## src/fifo_settings.svh

```systemverilog
// FIFO depth, data width, address width and bypass enable macros
`ifndef FIFO_SETTINGS_SVH
`define FIFO_SETTINGS_SVH

// --------------------------------------------------
// Storage geometry
// --------------------------------------------------

// Number of RAM entries; the address window may use fewer
`define FIFO_DEPTH 8

// Data word width in bits
`define FIFO_WIDTH 16

// Ceiling log2 of the depth, never below 1
`define FIFO_ADDR_WIDTH 3

// --------------------------------------------------
// Datapath options
// --------------------------------------------------

// 1 lets an empty FIFO hand words straight to the pop side
`define FIFO_ENABLE_BYPASS 1

`endif
```

## src/fifo_pkg.sv

```systemverilog
// Package fifo_pkg with the address-window functions addr_advance and window_size
`include "fifo_settings.svh"

package fifo_pkg;

  // Next address inside the window [base, bound]
  // Wraps back to base once bound has been used
  function automatic logic [`FIFO_ADDR_WIDTH-1:0] addr_advance(
    input logic [`FIFO_ADDR_WIDTH-1:0] addr,
    input logic [`FIFO_ADDR_WIDTH-1:0] base,
    input logic [`FIFO_ADDR_WIDTH-1:0] bound
  );
    return (addr == bound) ? base : addr + `FIFO_ADDR_WIDTH'(1);
  endfunction

  // RAM words covered by the window, bound is inclusive
  // One extra bit so a window over the whole RAM still fits
  function automatic logic [`FIFO_ADDR_WIDTH:0] window_size(
    input logic [`FIFO_ADDR_WIDTH-1:0] base,
    input logic [`FIFO_ADDR_WIDTH-1:0] bound
  );
    return ({1'b0, bound} - {1'b0, base}) + (`FIFO_ADDR_WIDTH+1)'(1);
  endfunction

endpackage

```

## src/fifo_1r1w.sv

```systemverilog
// Module fifo_1r1w: FIFO top joining push core, RAM, occupancy and pop core
`timescale 1ns/10ps
`include "fifo_settings.svh"

module fifo_1r1w (
  input  logic                        clk,
  input  logic                        rst_n,
  // Push side
  input  logic                        push_valid,
  input  logic [`FIFO_WIDTH-1:0]      push_data,
  output logic                        push_ready,
  // Pop side
  output logic                        pop_valid,
  output logic [`FIFO_WIDTH-1:0]      pop_data,
  input  logic                        pop_ready,
  // Static address window, base at most bound
  input  logic [`FIFO_ADDR_WIDTH-1:0] addr_base,
  input  logic [`FIFO_ADDR_WIDTH-1:0] addr_bound
);

  // --------------------------------------------------
  // Internal nets
  // --------------------------------------------------

  logic                        full;
  logic                        ram_empty;
  logic                        bypass_valid;
  logic                        bypass_ready;
  logic [`FIFO_WIDTH-1:0]      bypass_data;
  logic                        ram_wr_valid;
  logic [`FIFO_ADDR_WIDTH-1:0] ram_wr_addr;
  logic [`FIFO_WIDTH-1:0]      ram_wr_data;
  logic                        ram_rd_valid;
  logic [`FIFO_ADDR_WIDTH-1:0] ram_rd_addr;
  logic [`FIFO_WIDTH-1:0]      ram_rd_data;

  // --------------------------------------------------
  // Blocks
  // --------------------------------------------------

  fifo_push_ctrl_core u_push_ctrl (
    .clk, .rst_n, .push_valid, .push_data, .push_ready, .full,
    .bypass_ready, .bypass_valid, .bypass_data,
    .ram_wr_valid, .ram_wr_addr, .ram_wr_data, .addr_base, .addr_bound
  );

  fifo_ram_1r1w u_ram (
    .clk, .wr_valid(ram_wr_valid), .wr_addr(ram_wr_addr), .wr_data(ram_wr_data),
    .rd_valid(ram_rd_valid), .rd_addr(ram_rd_addr), .rd_data(ram_rd_data)
  );

  fifo_occupancy u_occupancy (
    .clk, .rst_n, .ram_wr_valid, .ram_rd_valid, .addr_base, .addr_bound,
    .full, .ram_empty
  );

  fifo_pop_ctrl_core u_pop_ctrl (
    .clk, .rst_n, .ram_empty, .ram_rd_valid, .ram_rd_addr, .ram_rd_data,
    .bypass_valid, .bypass_data, .bypass_ready,
    .pop_valid, .pop_data, .pop_ready, .addr_base, .addr_bound
  );

endmodule

```

## src/fifo_ram_1r1w.sv

```systemverilog
// Module fifo_ram_1r1w: flop array, one write port, one registered read port
`timescale 1ns/10ps
`include "fifo_settings.svh"

module fifo_ram_1r1w (
  input  logic                        clk,
  // Write port
  input  logic                        wr_valid,
  input  logic [`FIFO_ADDR_WIDTH-1:0] wr_addr,
  input  logic [`FIFO_WIDTH-1:0]      wr_data,
  // Read port, data one cycle after rd_valid
  input  logic                        rd_valid,
  input  logic [`FIFO_ADDR_WIDTH-1:0] rd_addr,
  output logic [`FIFO_WIDTH-1:0]      rd_data
);

  // Storage array
  logic [`FIFO_WIDTH-1:0] mem [`FIFO_DEPTH];

  // --------------------------------------------------
  // Write port
  // --------------------------------------------------

  always_ff @(posedge clk) begin
    if (wr_valid) begin
      mem[wr_addr] <= wr_data;
    end
  end

  // --------------------------------------------------
  // Read port
  // --------------------------------------------------

  // Output register holds its word between reads
  always_ff @(posedge clk) begin
    if (rd_valid) begin
      rd_data <= mem[rd_addr];
    end
  end

endmodule

```

## src/fifo_occupancy.sv

```systemverilog
// Module fifo_occupancy: RAM word counter driving full and ram_empty
`timescale 1ns/10ps
`include "fifo_settings.svh"

module fifo_occupancy import fifo_pkg::*; (
  input  logic                        clk,
  input  logic                        rst_n,
  // Write from push core, read issue from pop core
  input  logic                        ram_wr_valid,
  input  logic                        ram_rd_valid,
  // Static address window
  input  logic [`FIFO_ADDR_WIDTH-1:0] addr_base,
  input  logic [`FIFO_ADDR_WIDTH-1:0] addr_bound,
  // Status
  output logic                        full,
  output logic                        ram_empty
);

  // One bit wider than the address, can reach the whole depth
  logic [`FIFO_ADDR_WIDTH:0] count;

  // --------------------------------------------------
  // Word count
  // --------------------------------------------------

  // Write and read in the same cycle cancel out
  always_ff @(posedge clk) begin
    if (!rst_n) begin
      count <= '0;
    end else if (ram_wr_valid && !ram_rd_valid) begin
      count <= count + (`FIFO_ADDR_WIDTH+1)'(1);
    end else if (!ram_wr_valid && ram_rd_valid) begin
      count <= count - (`FIFO_ADDR_WIDTH+1)'(1);
    end
  end

  // --------------------------------------------------
  // Status flags
  // --------------------------------------------------

  // Full means every word of the window is taken
  assign full      = (count == window_size(addr_base, addr_bound));
  assign ram_empty = (count == '0);

endmodule

```

## src/fifo_pop_ctrl_core.sv

```systemverilog
// Module fifo_pop_ctrl_core: RAM read issue, read address, staging register, bypass accept
`timescale 1ns/10ps
`include "fifo_settings.svh"

module fifo_pop_ctrl_core import fifo_pkg::*; (
  input  logic                        clk,
  input  logic                        rst_n,
  // From occupancy tracker
  input  logic                        ram_empty,
  // RAM read port
  output logic                        ram_rd_valid,
  output logic [`FIFO_ADDR_WIDTH-1:0] ram_rd_addr,
  input  logic [`FIFO_WIDTH-1:0]      ram_rd_data,
  // Bypass from the push core
  input  logic                        bypass_valid,
  input  logic [`FIFO_WIDTH-1:0]      bypass_data,
  output logic                        bypass_ready,
  // Pop side
  output logic                        pop_valid,
  output logic [`FIFO_WIDTH-1:0]      pop_data,
  input  logic                        pop_ready,
  // Static address window
  input  logic [`FIFO_ADDR_WIDTH-1:0] addr_base,
  input  logic [`FIFO_ADDR_WIDTH-1:0] addr_bound
);

  logic [`FIFO_ADDR_WIDTH-1:0] rd_addr;
  logic                        rd_inflight;
  logic                        pop_beat;
  logic                        slot_free;
  logic                        rd_issue;
  logic                        bypass_beat;

  // --------------------------------------------------
  // Handshake decode
  // --------------------------------------------------

  assign pop_beat = pop_valid && pop_ready;

  // Staging can take a new word next cycle
  // Nothing in flight, and staging empty or leaving now
  assign slot_free = !rd_inflight && (!pop_valid || pop_ready);

  // Read a RAM word whenever there is one and room for it
  assign rd_issue = !ram_empty && slot_free;

  // Bypass only with RAM drained, keeps words in order
  assign bypass_ready = ram_empty && slot_free;
  assign bypass_beat  = bypass_valid && bypass_ready;

  assign ram_rd_valid = rd_issue;
  assign ram_rd_addr  = rd_addr;

  // --------------------------------------------------
  // Read address and in-flight tracking
  // --------------------------------------------------

  always_ff @(posedge clk) begin
    if (!rst_n) begin
      rd_addr     <= addr_base;
      rd_inflight <= 1'b0;
    end else begin
      // RAM data shows up one cycle after issue
      rd_inflight <= rd_issue;
      if (rd_issue) begin
        rd_addr <= addr_advance(rd_addr, addr_base, addr_bound);
      end
    end
  end

  // --------------------------------------------------
  // Output staging register
  // --------------------------------------------------

  // Returning read and bypass never overlap, both need no read in flight
  always_ff @(posedge clk) begin
    if (!rst_n) begin
      pop_valid <= 1'b0;
    end else if (rd_inflight || bypass_beat) begin
      pop_valid <= 1'b1;
    end else if (pop_beat) begin
      pop_valid <= 1'b0;
    end
  end

  // Payload only, valid bit above qualifies it
  always_ff @(posedge clk) begin
    if (rd_inflight) begin
      pop_data <= ram_rd_data;
    end else if (bypass_beat) begin
      pop_data <= bypass_data;
    end
  end

endmodule

```

## src/fifo_push_ctrl_core.sv

```systemverilog
// Module fifo_push_ctrl_core: push flow control, bypass steering, RAM write address
`timescale 1ns/10ps
`include "fifo_settings.svh"

module fifo_push_ctrl_core import fifo_pkg::*; (
  input  logic                        clk,
  input  logic                        rst_n,
  // Push side
  input  logic                        push_valid,
  input  logic [`FIFO_WIDTH-1:0]      push_data,
  output logic                        push_ready,
  // From occupancy tracker
  input  logic                        full,
  // Bypass toward the pop core
  input  logic                        bypass_ready,
  output logic                        bypass_valid,
  output logic [`FIFO_WIDTH-1:0]      bypass_data,
  // RAM write port
  output logic                        ram_wr_valid,
  output logic [`FIFO_ADDR_WIDTH-1:0] ram_wr_addr,
  output logic [`FIFO_WIDTH-1:0]      ram_wr_data,
  // Static address window
  input  logic [`FIFO_ADDR_WIDTH-1:0] addr_base,
  input  logic [`FIFO_ADDR_WIDTH-1:0] addr_bound
);

  logic push_beat;

  // --------------------------------------------------
  // Flow control
  // --------------------------------------------------

  // Ready straight from full, no register in between
  assign push_ready = !full;
  assign push_beat  = push_valid && push_ready;

  // --------------------------------------------------
  // Steering between bypass and RAM
  // --------------------------------------------------

  // Offer every word to the pop side when bypass is built in
  // The pop core only takes it while RAM and staging are drained
  assign bypass_valid = push_valid && (`FIFO_ENABLE_BYPASS != 0);
  assign bypass_data  = push_data;

  // Word lands in RAM unless the pop side took it this cycle
  assign ram_wr_valid = push_beat && ((`FIFO_ENABLE_BYPASS == 0) || !bypass_ready);
  assign ram_wr_data  = push_data;

  // --------------------------------------------------
  // Write address counter
  // --------------------------------------------------

  // Walks the window from base to bound, then wraps
  always_ff @(posedge clk) begin
    if (!rst_n) begin
      ram_wr_addr <= addr_base;
    end else if (ram_wr_valid) begin
      ram_wr_addr <= addr_advance(ram_wr_addr, addr_base, addr_bound);
    end
  end

endmodule

```

## config.mk

```make
export PLATFORM = sky130hd
export DESIGN_NAME = fifo_1r1w
export DESIGN_NICKNAME = d
export VERILOG_FILES = /design/src/fifo_pkg.sv /design/src/fifo_1r1w.sv /design/src/fifo_ram_1r1w.sv /design/src/fifo_occupancy.sv /design/src/fifo_pop_ctrl_core.sv /design/src/fifo_push_ctrl_core.sv
export VERILOG_INCLUDE_DIRS = /design/src /design/src/src
export SDC_FILE = /design/constraint.sdc
export NUM_CORES = 1
export LEC_CHECK = 0
export BUFFER_PORTS_ARGS = -buffer_cell sky130_fd_sc_hd__buf_2
export CAP_MARGIN = 20
export CORE_ASPECT_RATIO = 0.7
export CORE_UTILIZATION = 60
export CTS_CLUSTER_SIZE = 8
export DETAILED_ROUTE_END_ITERATION = 12
export PLACE_DENSITY_LB_ADDON = 0.05
export SKIP_LAST_GASP = 1
export SLEW_MARGIN = 20
export SYNTH_ARGS = -nofsm -noshare
export SYNTH_HDL_FRONTEND = slang
export SYNTH_SLANG_ARGS = --single-unit
```

## constraint.sdc

```tcl
create_clock -name clk -period 9.3 [get_ports clk]
set_clock_uncertainty 0.2 [all_clocks]
set_input_delay 0.465 -clock clk [delete_from_list [all_inputs] [get_ports clk]]
set_output_delay 0.465 -clock clk [all_outputs]
set_load 0.005 [all_outputs]
```

==> metrics.txt <==
status finished, final reports clean; top_reg_cell synth edfxtp_1; Synth Register Bits 172; WL final 12200 um; crit path kind primary input to flip-flop; min-delay worst type primary input to flip-flop; P&R area growth vs syn 14.0%; Worst Hold End u_ram.mem[6][3]$_DFFE_PP_; synth top area cells edfxtp_1 (71%), mux4_2 (10%), mux2_2 (5.5%), dfxtp_1 (1.7%), ha_1 (1.6%); CTS Hold Bufs 0; First-pass DRT Iterations 5; Max Fclk 0.289 GHz; Reg-to-Reg End u_occupancy.count[3]$_SDFFE_PN0P_; antenna cells 0; RSZ-0062 raised after global routing false; top cell type's share of synthesized area 0.714; Placed Cells 527; Sequential Power Share 0.472; Worst Reg-to-Reg Cells 10; Root Driver clkbuf_16; Global Route Usage Sum 0.231; Final setup viols 0; # Post-CTS Setup Buffers 0; setup TNS 0 ps; GP Congestion 0.799; Post-Syn Area per Cell 20.7 um^2; Core Footprint 11200 um^2; Power Internal 1740 uW; dpl hpwl 6960 um; Clock power frac 0.260; Util after Layout 0.712; most instantiated cells after synthesis edfxtp_1 (166), mux2_2 (34), mux4_2 (32), inv_1 (10); worst-case clock buffer depth 2; fin. max-slew vios 0; worst slew pin tran 1050 ps; Synth async-reset ratio 0; CP required 9450 ps; CP Capture Type flip-flop; top-count cell post-synth edfxtp_1; Die Height 92.2 um; Std-Cell Rows 32; Ports 44; Mapped Nets 375; maxcap violations 0; hold depth 1; CTS tree done; Worst Min Path Start push_data[3]; clock sink count 172; die area 12100 um^2; vias per std cell 5.77; CP max FO 10; synthesized area 6980 um^2; antenna violations before repair 0; Routed wire per std cell 21.8 um; Hold Vio Cnt, Final 0; post-synth cell types 38; global route overflow 0; VDD IR max 0.172 mV; crit path launch type primary input; Initial Util 0.625; # fillers 692; worst reg2reg path startpoint u_pop_ctrl.rd_inflight$_SDFF_PN0_; Synth warnings 0; largest net degree at the start of global routing 33; Max H-tree Level 4; vias in the first global route 3300; post-placement setup slack 5410 ps; Post-synth EDFFs 166; I/O Buffers 43; Post-DRT Antenna Nets 0; Slew headroom 0.296; post-CTS sizing 0; DR vias 3228; P_leak 0.00274 uW; setup slack after layout 5840 ps; Tcrit/Tclk final 0.372; switching part of the total 0.294; share of layout cells above drive strength 1 0.397; R2R setup slack 6130 ps; post-route insts no fill 559; Clock transition at path regs 70 ps; Yosys top cell by area edfxtp_1; WP data arrival 3610 ps; overall power 2460 uW; nets 430; Power Density 310 nW/um^2; synthesized instance count 338; total CTS buffers 17; min Tclk post-route 3460 ps; sequential area share after synthesis 0.731; P_sw 725 uW; DR DRC count 0; Gate power share 0.268; worst skew pair latency 420 ps; first-pass GRT wire length 19100 um; die width 131 um; initial drt markers 224
-- per-layer routing --
layer / track usage / vias to the layer above / share of wire
met5: 0 / - / 0
met4: 0.0661 / 0 / 0.0029
met3: 0.0554 / 6 / 0.070
met2: 0.356 / 103 / 0.48
met1: 0.332 / 1649 / 0.45
li1: - / 1470 / -
-- registers in the layout (all words and copies together), names as in the netlist --
signal                   flops
u_pop_ctrl.rd_inflight       1
u_pop_ctrl.pop_data         16
u_occupancy.count            4
u_pop_ctrl.pop_valid         1
u_ram.rd_data               16
u_pop_ctrl.ram_rd_addr       3
u_ram.mem                  128
u_push_ctrl.ram_wr_addr      3
-- critical path, stage by stage --
cell and delay, ps:
buf_2 110, inv_1 50, ha_1 270, inv_1 70
ha_1 130, inv_1 50, fa_1 490, xor2_1 170
nand4_2 160, o211ai_4 250, inv_1 100, ha_1 210
inv_1 140, ha_1 290, a21oi_1 180, a211oi_1 90
a31oi_1 180, mux2i_1 190
-- layout by cell type, fill, tap and decap left out, types with 5 or more instances in the layout --
master,instances
buf_2,43
buf_4,10
clkbuf_16,17
dfxtp_1,6
edfxtp_1,166
ha_1,9
inv_1,10
inv_6,5
mux2_2,34
mux4_2,32
nand2_1,9
nor2_1,5
xor2_1,9
-- per-stage QoR --
step | hold WS (ps) | instance area, um^2
detailed placement | 317 | 7410
CTS | 121 | 7950
finish | 127 | 7960
global placement | 303 | 7410
global route | 122 | 7960
floorplan | 272 | 6980
-- logic make-up after synthesis --
logic type      Yosys count  share of synthesized area
xor+xnor                 14                     0.0195
mux                      68                      0.161
flops                   172                      0.731
compound gates           15                     0.0168
fa+ha+maj                11                     0.0219
buf+inv                  27                     0.0190
simple gates             31                     0.0305
-- worst max-delay path by stage --
stage             startpoint                           endpoint  cells after the start
2_1_floorplan  addr_bound[1]          u_ram.mem[0][0]$_DFFE_PP_                     10
3_3_place_gp   addr_bound[1]  u_occupancy.count[3]$_SDFFE_PN0P_                     18
3_5_place_dp   addr_bound[1]  u_occupancy.count[3]$_SDFFE_PN0P_                     18
4_1_cts        addr_bound[1]  u_occupancy.count[3]$_SDFFE_PN0P_                     18
5_1_grt        addr_bound[1]  u_occupancy.count[3]$_SDFFE_PN0P_                     18
6_report       addr_bound[1]  u_occupancy.count[3]$_SDFFE_PN0P_                     18
-- power by group through the flow --
stage          logic (uW)  registers (uW)  clock network (uW)
2_1_floorplan         534            1110                   0
6_report              659            1160                 641
3_3_place_gp          651            1170                   0
4_1_cts               666            1170                 654
5_1_grt               725            1180                 682
3_5_place_dp          663            1180                   0
-- layout make-up --
type                            count  area (um^2)  area share
Clock buffer                       17          425      0.0535
Multi-Input combinational cell    139         1790       0.225
Inverter                           10         37.5     0.00472
Clock inverter                     15          114      0.0143
Tap cell                          153          191      0.0241
Sequential cell                   172         5100       0.642
Timing Repair Buffer               53          290      0.0365
Note: power is estimated with default switching activity, not from simulation.
